### src/design/mem_settings.svh
// RAM build constants used by design and testbench alike; MEM_LAT must fit in 4 bits and MEM_ADDR_BITS above 14 exceeds addr bits 15:2
`ifndef MEM_SETTINGS_SVH
`define MEM_SETTINGS_SVH

// ~~~~~~~~~~~~~~~~~~~~
// timing
// ~~~~~~~~~~~~~~~~~~~~

// extra cycles a stable request waits before the RAM reports ACCESS
// zero gives an access in the cycle after the request appears
`define MEM_LAT 4'd2

// ~~~~~~~~~~~~~~~~~~~~
// geometry
// ~~~~~~~~~~~~~~~~~~~~

// word index width, taken from byte address bits starting at bit 2
`define MEM_ADDR_BITS 14

// ~~~~~~~~~~~~~~~~~~~~
// markers
// ~~~~~~~~~~~~~~~~~~~~

// shown on the load data whenever the RAM is not in ACCESS
`define MEM_BAD_WORD 32'hBAD1_BAD1

`endif
### src/design/cpu_types_pkg.sv
// data and state types of the memory side; addresses are byte addresses and words are 32 bits
package cpu_types_pkg;

  // ~~~~~~~~~~~~~~~~~~~~
  // data widths
  // ~~~~~~~~~~~~~~~~~~~~

  // one machine word, the unit of every RAM transfer
  typedef logic [31:0] word_t;

  // byte address as issued by the processor
  // only bits 15:2 reach the word array, the low two bits are ignored
  typedef logic [31:0] addr_t;

  // ~~~~~~~~~~~~~~~~~~~~
  // RAM state
  // ~~~~~~~~~~~~~~~~~~~~

  // reported by the RAM every cycle
  typedef enum logic [1:0]
  {
    // no enable raised
    FREE,
    // one enable raised, latency still counting
    BUSY,
    // transfer happens in this cycle
    ACCESS,
    // read and write raised together
    ERROR
  } ramstate_t;

endpackage

### src/design/mem_bus_pkg.sv
// request and response bundles between the ports, the controller and the RAM; requests are held until wait_n
package mem_bus_pkg;
  import cpu_types_pkg::*;

  // ~~~~~~~~~~~~~~~~~~~~
  // request side
  // ~~~~~~~~~~~~~~~~~~~~

  // a requester holds all of these stable until its wait_n goes high
  // ren and wen together are illegal and make the RAM report ERROR
  typedef struct packed
  {
    logic  ren;
    logic  wen;
    addr_t addr;
    word_t store;
  } mem_req_t;

  // ~~~~~~~~~~~~~~~~~~~~
  // response side
  // ~~~~~~~~~~~~~~~~~~~~

  // wait_n is high for the single cycle the transfer happens
  // load is only meaningful in that cycle
  typedef struct packed
  {
    logic  wait_n;
    word_t load;
  } mem_rsp_t;

  // ~~~~~~~~~~~~~~~~~~~~
  // arbitration
  // ~~~~~~~~~~~~~~~~~~~~

  // port that currently drives the RAM request
  typedef enum logic
  {
    GRANT_I,
    GRANT_D
  } grant_t;

endpackage

### src/design/memory_control.sv
// two-port front end of the RAM; data port wins ties but never preempts an access already counting
`timescale 1ns/100ps
`include "mem_settings.svh"

module memory_control
(
  input  logic                     CLK,
  input  logic                     nRST,
  // instruction port, read only
  input  logic                     iren,
  input  cpu_types_pkg::addr_t     iaddr,
  // data port
  input  mem_bus_pkg::mem_req_t    dreq,
  // responses
  output mem_bus_pkg::mem_rsp_t    irsp,
  output mem_bus_pkg::mem_rsp_t    drsp,
  // RAM side
  output mem_bus_pkg::mem_req_t    ram_req,
  input  cpu_types_pkg::word_t     ram_load,
  input  cpu_types_pkg::ramstate_t ram_state
);
  import cpu_types_pkg::*;
  import mem_bus_pkg::*;

  // instruction request in bus form
  mem_req_t ireq;

  logic     ireq_on;
  logic     dreq_on;
  logic     sel_on;
  logic     ram_done;

  grant_t   owner_pick;
  grant_t   owner_sel;
  grant_t   owner_q;
  logic     busy_q;
  logic     busy_d;

  // ~~~~~~~~~~~~~~~~~~~~
  // port requests
  // ~~~~~~~~~~~~~~~~~~~~

  // the instruction side can never write
  always_comb
  begin
    ireq.ren   = iren;
    ireq.wen   = 1'b0;
    ireq.addr  = iaddr;
    ireq.store = '0;
  end

  assign ireq_on = iren;
  assign dreq_on = dreq.ren || dreq.wen;

  // ~~~~~~~~~~~~~~~~~~~~
  // arbitration
  // ~~~~~~~~~~~~~~~~~~~~

  // data first when nothing is in flight
  assign owner_pick = dreq_on ? GRANT_D : GRANT_I;

  // an access in progress keeps its port until it completes
  assign owner_sel = busy_q ? owner_q : owner_pick;

  assign sel_on   = (owner_sel == GRANT_D) ? dreq_on : ireq_on;
  assign ram_done = sel_on && (ram_state == ACCESS);

  // stays set while the owner waits, drops on the completing cycle
  assign busy_d = sel_on && !ram_done;

  always_ff @(posedge CLK, negedge nRST)
  begin
    if (!nRST)
    begin
      owner_q <= GRANT_I;
      busy_q  <= 1'b0;
    end
    else
    begin
      owner_q <= owner_sel;
      busy_q  <= busy_d;
    end
  end

  // ~~~~~~~~~~~~~~~~~~~~
  // RAM request
  // ~~~~~~~~~~~~~~~~~~~~

  assign ram_req = (owner_sel == GRANT_D) ? dreq : ireq;

  // ~~~~~~~~~~~~~~~~~~~~
  // responses
  // ~~~~~~~~~~~~~~~~~~~~

  // the port without the RAM sees the marker word and keeps waiting
  always_comb
  begin
    irsp.wait_n = 1'b0;
    irsp.load   = `MEM_BAD_WORD;
    drsp.wait_n = 1'b0;
    drsp.load   = `MEM_BAD_WORD;
    if (owner_sel == GRANT_D)
    begin
      drsp.wait_n = ram_done;
      drsp.load   = ram_load;
    end
    else
    begin
      irsp.wait_n = ram_done;
      irsp.load   = ram_load;
    end
  end

endmodule

### config.mk
export PLATFORM = sky130hd
export DESIGN_NAME = memory_control
export DESIGN_NICKNAME = d
export VERILOG_FILES = /design/src/design/cpu_types_pkg.sv /design/src/design/mem_bus_pkg.sv /design/src/design/memory_control.sv
export VERILOG_INCLUDE_DIRS = /design/src /design/src/design
export SDC_FILE = /design/constraint.sdc
export NUM_CORES = 1
export LEC_CHECK = 0
export BUFFER_PORTS_ARGS = -buffer_cell sky130_fd_sc_hd__buf_2
export CORE_AREA = 4 4 101 103
export DETAILED_ROUTE_END_ITERATION = 8
export DIE_AREA = 0 0 105 107
export SYNTH_ARGS = -nofsm -noshare
export SYNTH_HDL_FRONTEND = slang
export SYNTH_SLANG_ARGS = --single-unit
### constraint.sdc
create_clock -name CLK -period 1.7 [get_ports CLK]
set_input_delay 0.425 -clock CLK [delete_from_list [all_inputs] [get_ports CLK]]
set_output_delay 0.425 -clock CLK [all_outputs]
set_load 0.005 [all_outputs]
==> parameters.txt, run 1 <==
Parameter                              Value

STA
  Share of the clock period used by the worst path after layout    1.25
  Min Tclk post-route    2120 ps
  Worst Clk Skew    3.15 ps
  Setup total negative slack    -43740 ps
  Transition at the pin with the smallest max-transition slack    219 ps
  Final setup margin    -422 ps
  Number of pins with negative max-slew slack in the final report    0
  RSZ-0062 raised after global routing    true
  Final count of negative-setup-slack endpoints    131
  Tightest slew margin relative to the limit    0.854
  Achievable Freq    471 MHz
  Count of final hold-check violations    0

Clock tree
  Clk sink count    2
  Root Buffer Master    sky130_fd_sc_hd__clkbuf_8
  Maximum clock path buffer count    2
  CTS clock-pin slew for the worst setup and hold paths    30 ps
  CTS tree    done
  Count of H-tree levels built during CTS    1
  Number of buffers inserted during clock tree synthesis    3
  Latest clock arrival within the worst-skew pair    210 ps

Placed design
  Half-perimeter wire length after detailed placement    6.11 mm
  Total of buffers placed on input and output ports    266
  Number of cells after detailed placement    530
  Routability cong.    0.813

Power and ir drop
  Static leakage    0.00191 uW
  Power density cells    512 nW/um^2
  Worst voltage drop across the vdd grid    0.201 mV

Layout
  Total of fill cells in the finished design    943
  Number of nets in the layout    576
  Proportion of layout cells with a drive suffix above 1    0.811
  Synth-to-layout area growth    174%
  Final standard cell count with taps included and fillers excluded    550
  Diode insertion count for antenna repair    0

Setup path
  Worst path top cell family by delay    flip-flops
  Endpoint of the most critical register-to-register path    owner_q$_DFF_PN0_
  Critical Setup Path Class    reg2out
  Critical register-to-register path startpoint    busy_q$_DFF_PN0_
  Max FO, Critical Path    15
  Delay contributed by the slowest stage of the critical path    430 ps
  Crit path buf inv count    3
  Cells on worst reg2reg path    5
  Flop-to-flop setup slack    440 ps
  Critical path required time    1270 ps
  Crit end category    output port
  Highest-delay cell along the critical path    sky130_fd_sc_hd__dfrtp_2
  Worst EP arrival    1700 ps
  List of cells traversed by the critical path    nor2b_4 -> nor2_4 -> buf_4 -> buf_16 -> mux2_2 -> buf_2
  Category of the worst setup path launch point    flip-flop

Floorplan
  Effective utilization at floorplan    0.136
  Area of the core region    9200 sq um
  I/O pin total    267
  Overall die width    105 um
  Area of the die    11200 sq um
  Row count    35
  Die Height    107 um

Routing
  Detailed-route wire length per cell    15.7 um
  DR vias/cell    4.12
  Number of vias after detailed routing    2266
  Length of the first detailed-routing pass in iterations    3
  Routed wire length    8.63 mm
  DRC violations left    0
  Initial DRC Count    33
  Antenna-violating nets left    0

Yosys
  Post-synthesis sequential area ratio    0.0399
  Number of flops mapped to enable cells by yosys    0
  Yosys top cell by area    sky130_fd_sc_hd__mux2_2
  Main area contributors after synthesis    sky130_fd_sc_hd__mux2_2 29%, sky130_fd_sc_hd__and2_1 23%, sky130_fd_sc_hd__or2_1 9.0%, sky130_fd_sc_hd__nor2b_1 7.5%, sky130_fd_sc_hd__or3_1 7.5%
  Predominant post-synthesis flop cell    sky130_fd_sc_hd__dfrtp_1
  Proportion of register bits with asynchronous set or reset after synthesis    1.00
  Number of warnings issued by yosys    0
  Number of distinct library cells after synthesis    24
  Post-synthesis net count    297
  Flip-flop and latch count after synthesis    2
  Fraction of synthesized cell area taken by the top area cell type    0.287
  Post-Synthesis Cell Area    1250 sq um
  Gate count of the mapped netlist    162
  Synthesized area per cell    7.74 sq um

Global routing
  First-pass GRT wire length    11.3 mm
  Antenna violations before repair    0
  Vias in the first global route    2264
  Maximum number of pins on one net before global-route repair    27
  Total congestion overflow after global routing    0
  Overall fraction of global-route tracks in use    0.122

Run
  Max-capacitance violation count    0

Run status
  Status    finished, violations left
  Violated checks    setup timing

Min path
  Tightest Hold Check Type    in2async
==> cells in the final DEF (no fill, tap or decap), drive strengths merged <==
cell | Yosys | layout
nor2b | 16 | 16
dfrtp | 2 | 2
nor3b | 2 | 2
mux2 | 32 | 32
a21boi | 1 | 1
inv | 1 | 1
a21oi | 1 | 1
bufbuf | 0 | 1
nor2 | 4 | 4
a22oi | 1 | 1
clkbuf | 8 | 7
dlygate4sd3 | 0 | 1
and2 | 46 | 46
nor3 | 2 | 2
o21ai | 1 | 1
nand2 | 2 | 2
or3 | 18 | 18
buf | 7 | 283
or2 | 18 | 18
==> worst max-delay path by stage <==
stage                     slack (ps)        startpoint     endpoint  cells past startpoint
after CTS                       -420  busy_q$_DFF_PN0_  ram_req[42]                      6
after floorplan                    7  busy_q$_DFF_PN0_      irsp[0]                      5
after detailed placement        -240          dreq[64]  ram_req[60]                      6
after global placement          -200          dreq[64]  ram_req[37]                      6
final                           -420  busy_q$_DFF_PN0_  ram_req[57]                      6
after global routing            -490  busy_q$_DFF_PN0_  ram_req[57]                      6
==> report_power, final <==
part	internal (uW)	switching, uW	total [uW]	leakage [uW]
clock	150	36.7	186	0.0000216
sequential	54.8	8.76	63.5	0.0000205
combinational	957	554	1510	0.00187
==> stage by stage <==
step	area [sq um]	setup WS, ps	power, uW	hold WS, ps	util
after floorplan	1250	7.43	567	129	-
after global routing	3440	-494	1890	548	0.374
after CTS	3020	-422	1510	528	0.329
after global placement	2660	-196	1030	215	0.289
after detailed placement	2660	-235	1050	217	0.289
final	3440	-422	1760	537	0.374
==> synthesized netlist by cell type (all sizes together) (2+ instances only) <==
cell type / n
nor2: 4
mux2: 32
nor3: 2
buf: 7
or3: 18
nor3b: 2
nand2: 2
dfrtp: 2
clkbuf: 8
or2: 18
and2: 46
nor2b: 16
==> sequential cells by signal (all words and copies together) (netlist names) <==
signal   cells
owner_q      1
busy_q       1
==> final cells by class <==
type / instances / area, sq um / area share
clock buffer: 3 / 41.3 / 0.0120
multi-input combinational: 144 / 1230 / 0.359
tap: 111 / 139 / 0.0404
timing repair buffer: 289 / 1970 / 0.572
inverter: 1 / 3.75 / 0.00109
sequential: 2 / 51.3 / 0.0149
==> per-layer routing <==
layer,vias to the layer above,GRT usage,wire length [um]
met1,1029,0.143,3280
met2,140,0.232,4620
met3,4,0.0253,676
li1,1093,-,-
met5,-,0,0
met4,0,0.0150,54
==> logic make-up (layout without fill, tap and decap cells) <==
kind of cell | Yosys count | count (layout) | synth area share
flip-flops | 2 | 2 | 0.0399
AO/OA/AOI/OAI | 4 | 4 | 0.0200
multiplexers | 32 | 32 | 0.287
AND/OR/NAND/NOR | 108 | 108 | 0.551
buffers and inverters | 16 | 293 | 0.102
==> repair_timing <==
action / CTS / global route
hold buffers: 1 / 0
setup buffers: 6 / 2
gates cloned: 6 / 4
endpoints found under the hold margin: 2 / 0
pin swaps: 6 / 14
resized for setup: 28 / 69
setup endpoints to repair: 131 / 132
No activity file was read; power rests on OpenSTA's default activity.
==> run 2, diff against run 1 <==
Settings changed: TNS_END_PERCENT set to 10.
==> run 2 against run 1 <==
- the run still ends with setup timing left
- setup slack improved by 10 ps
- largest power group unchanged
- final cell count decreased by 1.8%
- register-to-register slack improved by 60 ps
- clock power about the same
==> parameters.txt, run 2 (same netlist as run 1, synthesis figures left out) <==
Parameter                              Value

Setup path
  Max FO, Critical Path    15 (unchanged)
  List of cells traversed by the critical path    nor2b_4 -> nor2_4 -> buf_4 -> buf_12 -> mux2_2 -> buf_2
  Critical path required time    1270 ps (about the same)
  Category of the worst setup path launch point    flip-flop
  Highest-delay cell along the critical path    sky130_fd_sc_hd__dfrtp_2
  Critical Setup Path Class    reg2out
  Worst setup path end    ram_req[60]
  Cells on worst reg2reg path    4 (-1)
  Crit end category    output port
  Endpoint of the most critical register-to-register path    owner_q$_DFF_PN0_
  Worst EP arrival    1690 ps (about the same)
  Flop-to-flop setup slack    500 ps (+60 ps)
  Critical register-to-register path startpoint    busy_q$_DFF_PN0_
  Source of the critical timing path    busy_q$_DFF_PN0_
  Delay contributed by the slowest stage of the critical path    430 ps (about the same)

Floorplan
  Die Height    107 um (unchanged)
  Row count    35 (unchanged)
  Effective utilization at floorplan    0.136 (unchanged)
  Area of the core region    9200 sq um (unchanged)
  Area of the die    11200 sq um (unchanged)
  I/O pin total    267 (unchanged)
  Overall die width    105 um (unchanged)

Layout
  Total of fill cells in the finished design    979 (+3.8%)
  Fin area    2820 sq um (-18%)
  Synth-to-layout area growth    125%
  Commonest non-fill, non-tap cell in the layout    sky130_fd_sc_hd__buf_2
  Proportion of layout cells with a drive suffix above 1    0.751 (-0.0604)
  Diode insertion count for antenna repair    0 (unchanged)
  Register Area    51.3 sq um (unchanged)
  Number of nets in the layout    566 (-1.7%)
  Leading cell types in the layout, fill and taps excluded    266 x sky130_fd_sc_hd__buf_2, 46 x sky130_fd_sc_hd__and2_1, 32 x sky130_fd_sc_hd__mux2_2
  Biggest regs    busy_q (1), owner_q (1)
  Final standard cell count with taps included and fillers excluded    540 (-1.8%)
  Combined area of the multi-input logic cells    1080 sq um (-12%)

Placed design
  Half-perimeter wire length after detailed placement    6.11 mm (unchanged)
  Number of cells after detailed placement    530 (unchanged)
  Cell area after placement    2660 sq um (unchanged)
  Routability cong.    0.813 (unchanged)
  Total of buffers placed on input and output ports    266 (unchanged)

Power and ir drop
  Overall power consumption    1320 uW (-25%)
  Power density cells    468 nW/um^2 (-8.6%)
  Static leakage    0.00158 uW (-17%)
  Worst voltage drop across the vdd grid    0.165 mV (-18%)

Min path
  Tightest Hold Check Type    in2async

Global routing
  Vias in the first global route    2164 (-4.4%)
  Antenna violations before repair    0 (unchanged)
  Overall fraction of global-route tracks in use    0.109 (-0.0126)
  Maximum number of pins on one net before global-route repair    53 (+96%)
  Total congestion overflow after global routing    0 (unchanged)
  First-pass GRT wire length    10.3 mm (-9.0%)

STA
  Number of pins with negative max-slew slack in the final report    0 (unchanged)
  RSZ-0062 raised after global routing    true
  Share of the clock period used by the worst path after layout    1.24 (-0.00604)
  Final setup margin    -412 ps (+10.3 ps)
  Worst hold-check slack    543 ps (+5.64 ps)
  Count of final hold-check violations    0 (unchanged)
  Min Tclk post-route    2110 ps (-10.3 ps)
  Achievable Freq    474 MHz (+0.49%)
  Worst Clk Skew    2.88 ps (-0.270 ps)
  Transition at the pin with the smallest max-transition slack    259 ps (+40.1 ps)
  Final count of negative-setup-slack endpoints    131 (unchanged)
  Tightest slew margin relative to the limit    0.827 (-0.0265)

Routing
  Length of the first detailed-routing pass in iterations    3 (unchanged)
  Initial DRC Count    45 (+36%)
  DRC violations left    0 (unchanged)
  Routed wire length    7.28 mm (-16%)
  Detailed-route wire length per cell    13.5 um (-14%)
  Antenna-violating nets left    0 (unchanged)
  Number of vias after detailed routing    2184 (-3.6%)
  DR vias/cell    4.04 (-1.8%)

Clock tree
  Clk sink count    2 (unchanged)
  Root Buffer Master    sky130_fd_sc_hd__clkbuf_8
  Maximum clock path buffer count    2 (unchanged)
  CTS tree    done
  Count of H-tree levels built during CTS    1 (unchanged)
  Latest clock arrival within the worst-skew pair    210 ps (about the same)
  CTS clock-pin slew for the worst setup and hold paths    30 ps (about the same)
  Number of buffers inserted during clock tree synthesis    3 (unchanged)

Run
  Max-capacitance violation count    0 (unchanged)

Run status
  Status    finished, violations left
  Violated checks    setup timing
## run 2: cell count changes in the layout (fill, tap and decap cells not counted), sizes merged
cell / change
buf: -6
clkbuf: -3
bufbuf: -1
## run 2: what timing repair did
action,4_1_cts,5_1_grt
pin swaps,2,0
endpoints found under the setup margin,131,132
gates cloned,2,1
endpoints found under the hold margin,2,0
resized for setup,4,2
buffers inserted,3,0
hold buffers,1,0
## run 2: where the power goes
part	internal, uW	switching, uW	total [uW]
Combinational	629	444	1070
Clock	150	36.2	186
Sequential	54.8	8.00	62.8
## run 2: layout make-up
| class | instances | share of cell area |
|---|---|---|
| Timing Repair Buffer | 279 | 0.533 |
| Multi-Input combinational cell | 144 | 0.384 |
| Tap cell | 111 | 0.0492 |
| Sequential cell | 2 | 0.0182 |
| Clock buffer | 3 | 0.0146 |
| Inverter | 1 | 0.00133 |
## run 2: critical path: cells and delay by family, from the launching register on
family / cells / cell delay, ps
buffers and inverters: 3 / 430
flip-flops: 1 / 430
multiplexers: 1 / 350
AND/OR/NAND/NOR: 2 / 270
## run 2: how the worst min path moves through the flow
stage / start / endpoint / slack (ps) / cells after the start
global placement: nRST / busy_q$_DFF_PN0_ / 220 / 1
detailed placement: nRST / busy_q$_DFF_PN0_ / 220 / 1
floorplan: nRST / busy_q$_DFF_PN0_ / 130 / 0
global route: nRST / busy_q$_DFF_PN0_ / 550 / 2
finish: nRST / busy_q$_DFF_PN0_ / 540 / 2
CTS: nRST / busy_q$_DFF_PN0_ / 530 / 2
## run 2: stage by stage
stage | utilization | TNS (ps) | setup WS [ps]
after floorplan | - | 0 | 7.43
after global placement | 0.289 | -13330 | -196
after detailed placement | 0.289 | -16950 | -235
after CTS | 0.304 | -40050 | -424
after global routing | 0.307 | -48000 | -467
final | 0.307 | -37740 | -412
## run 2: layer usage
metal,vias to the layer above,wire length [um],share of wire,track usage
li1,1072,-,-,-
met1,976,2840,0.39,0.132
met2,134,3810,0.52,0.206
met3,2,608,0.084,0.0223
met4,0,25,0.0034,0.00937
met5,-,0,0,0
==> run 3, diff against run 2 <==
Settings changed: MAX_ROUTING_LAYER set to met4.
==> run 3 against run 2 <==
- the run still ends with setup timing left
- count of clock-buffer cells in the layout is the same
- via count is essentially flat
- sequential share of layout area is the same
- global-route usage grew 0.30 points
- largest power group unchanged
- critical path type unchanged
- critical endpoint unchanged
==> parameters.txt, run 3 (same netlist as run 1, synthesis figures left out) <==
Parameter                              Value

Setup path
  Source of the critical timing path    busy_q$_DFF_PN0_
  Critical path required time    1270 ps (about the same)
  Critical Setup Path Class    reg2out
  Max FO, Critical Path    15 (unchanged)
  Crit end category    output port
  Critical register-to-register path startpoint    busy_q$_DFF_PN0_
  Category of the worst setup path launch point    flip-flop
  Worst EP arrival    1690 ps (about the same)

STA
  Final count of negative-setup-slack endpoints    131 (unchanged)
  Transition at the pin with the smallest max-transition slack    259 ps (+0.545 ps)
  Worst Clk Skew    2.88 ps (-0.0000100 ps)
  Tightest slew margin relative to the limit    0.827 (about the same)
  Share of the clock period used by the worst path after layout    1.24 (unchanged)
  Min Tclk post-route    2110 ps (unchanged)
  Number of pins with negative max-slew slack in the final report    0 (unchanged)
  Final setup margin    -412 ps (unchanged)
  RSZ-0062 raised after global routing    true
  Achievable Freq    474 MHz (unchanged)
  Count of final hold-check violations    0 (unchanged)

Floorplan
  Row count    35 (unchanged)
  Overall die width    105 um (unchanged)
  Effective utilization at floorplan    0.136 (unchanged)
  I/O pin total    267 (unchanged)
  Area of the core region    9200 sq um (unchanged)
  Die Height    107 um (unchanged)
  Area of the die    11200 sq um (unchanged)

Clock tree
  Root Buffer Master    sky130_fd_sc_hd__clkbuf_8
  Latest clock arrival within the worst-skew pair    210 ps (about the same)
  Maximum clock path buffer count    2 (unchanged)
  Count of H-tree levels built during CTS    1 (unchanged)
  Number of buffers inserted during clock tree synthesis    3 (unchanged)
  CTS clock-pin slew for the worst setup and hold paths    30 ps (about the same)
  CTS tree    done
  Clk sink count    2 (unchanged)

Layout
  Fin area    2820 sq um (unchanged)
  Commonest non-fill, non-tap cell in the layout    sky130_fd_sc_hd__buf_2
  Final design utilization    0.307 (unchanged)
  Synth-to-layout area growth    125% (unchanged)
  Biggest regs    busy_q (1), owner_q (1)
  Diode insertion count for antenna repair    0 (unchanged)
  Proportion of layout cells with a drive suffix above 1    0.751 (unchanged)
  Number of nets in the layout    566 (unchanged)
  Leading cell types in the layout, fill and taps excluded    266 x sky130_fd_sc_hd__buf_2, 46 x sky130_fd_sc_hd__and2_1, 32 x sky130_fd_sc_hd__mux2_2

Power and ir drop
  Comb power frac    0.812 (about the same)
  Psw    488 uW (about the same)
  Part of the power in registers    0.048 (about the same)
  Switching share of power    0.369 (about the same)
  Power density cells    468 nW/um^2 (about the same)
  Static leakage    0.00158 uW (unchanged)
  Worst voltage drop across the vdd grid    0.165 mV (unchanged)
  Total internal power    834 uW (about the same)
  Clock Power Share    0.141 (about the same)

Routing
  DRC violations left    0 (unchanged)
  Routed wire length    7.28 mm (about the same)
  Length of the first detailed-routing pass in iterations    3 (unchanged)
  DR vias/cell    4.04 (about the same)
  Number of vias after detailed routing    2182 (-0.092%)
  Antenna-violating nets left    0 (unchanged)
  Initial DRC Count    48 (+6.7%)
  Detailed-route wire length per cell    13.5 um (about the same)

Global routing
  Antenna violations before repair    0 (unchanged)
  Total congestion overflow after global routing    0 (unchanged)
  First-pass GRT wire length    10.3 mm (about the same)
  Maximum number of pins on one net before global-route repair    53 (unchanged)
  Overall fraction of global-route tracks in use    0.112 (+0.00299)
  Vias in the first global route    2165 (+0.046%)

Placed design
  Routability cong.    0.825 (+1.5%)
  Half-perimeter wire length after detailed placement    6.11 mm (unchanged)
  Cell area after placement    2660 sq um (unchanged)
  Total of buffers placed on input and output ports    266 (unchanged)

Min path
  Tightest Hold Check Type    in2async

Run status
  Violated checks    setup timing
  Status    finished, violations left

Run
  Max-capacitance violation count    0 (unchanged)
run 3: timing repair:
item / in CTS / in global routing
resized for setup: 4 / 2
pin swaps: 2 / 0
hold endpoints to repair: 2 / 0
buffers inserted: 3 / 0
cloned: 2 / 1
endpoints found under the setup margin: 131 / 132
hold buffers: 1 / 0
run 3: power by group through the flow:
stage,Combinational (uW),Sequential [uW],Clock [uW]
6_report,1070,62.8,186
5_1_grt,1180,63.9,196
4_1_cts,1070,62.1,192
3_5_place_dp,984,62.6,0
3_3_place_gp,971,62.5,0
2_1_floorplan,504,62.8,0
run 3: layout make-up:
class / instances / area (sq um)
clock buffers: 3 / 41.3
fillers: 979 / 6370
inverters: 1 / 3.75
multi-input cells: 144 / 1080
flip-flops and latches: 2 / 51.3
well taps: 111 / 139
repair buffers: 279 / 1510
run 3: stage by stage:
step	hold slack [ps]	worst slack [ps]	std cells	total power, uW	setup TNS (ps)
2_1_floorplan	129	7.43	162	567	0
4_1_cts	528	-424	539	1320	-40050
3_3_place_gp	215	-196	530	1030	-13330
3_5_place_dp	217	-235	530	1050	-16950
5_1_grt	548	-467	540	1440	-48000
6_report	543	-412	540	1320	-37750
run 3: routing by layer:
metal | GRT usage | up-vias | part of all wire
met2 | 0.206 | 134 | 0.52
met1 | 0.135 | 974 | 0.39
met3 | 0.0181 | 2 | 0.079
met4 | 0.00937 | 0 | 0.0034
met5 | - | - | 0
li1 | - | 1072 | -
run 3: worst paths after layout:
kind	endpoint	slack, ps	cells past startpoint
worst max register to register	owner_q$_DFF_PN0_	490	4
worst min register to register	busy_q$_DFF_PN0_	720	3
min in group CLK	busy_q$_DFF_PN0_	590	3
max in group asynchronous	busy_q$_DFF_PN0_	1040	2
worst min-delay path	busy_q$_DFF_PN0_	540	2
worst max-delay path	ram_req[60]	-410	6
run 3: critical path: stages (launching register included):
cell and delay [ps]:
sky130_fd_sc_hd__dfrtp_2 430, sky130_fd_sc_hd__nor2b_4 150, sky130_fd_sc_hd__nor2_4 120, sky130_fd_sc_hd__buf_4 150
sky130_fd_sc_hd__buf_12 150, sky130_fd_sc_hd__mux2_2 350, sky130_fd_sc_hd__buf_2 130
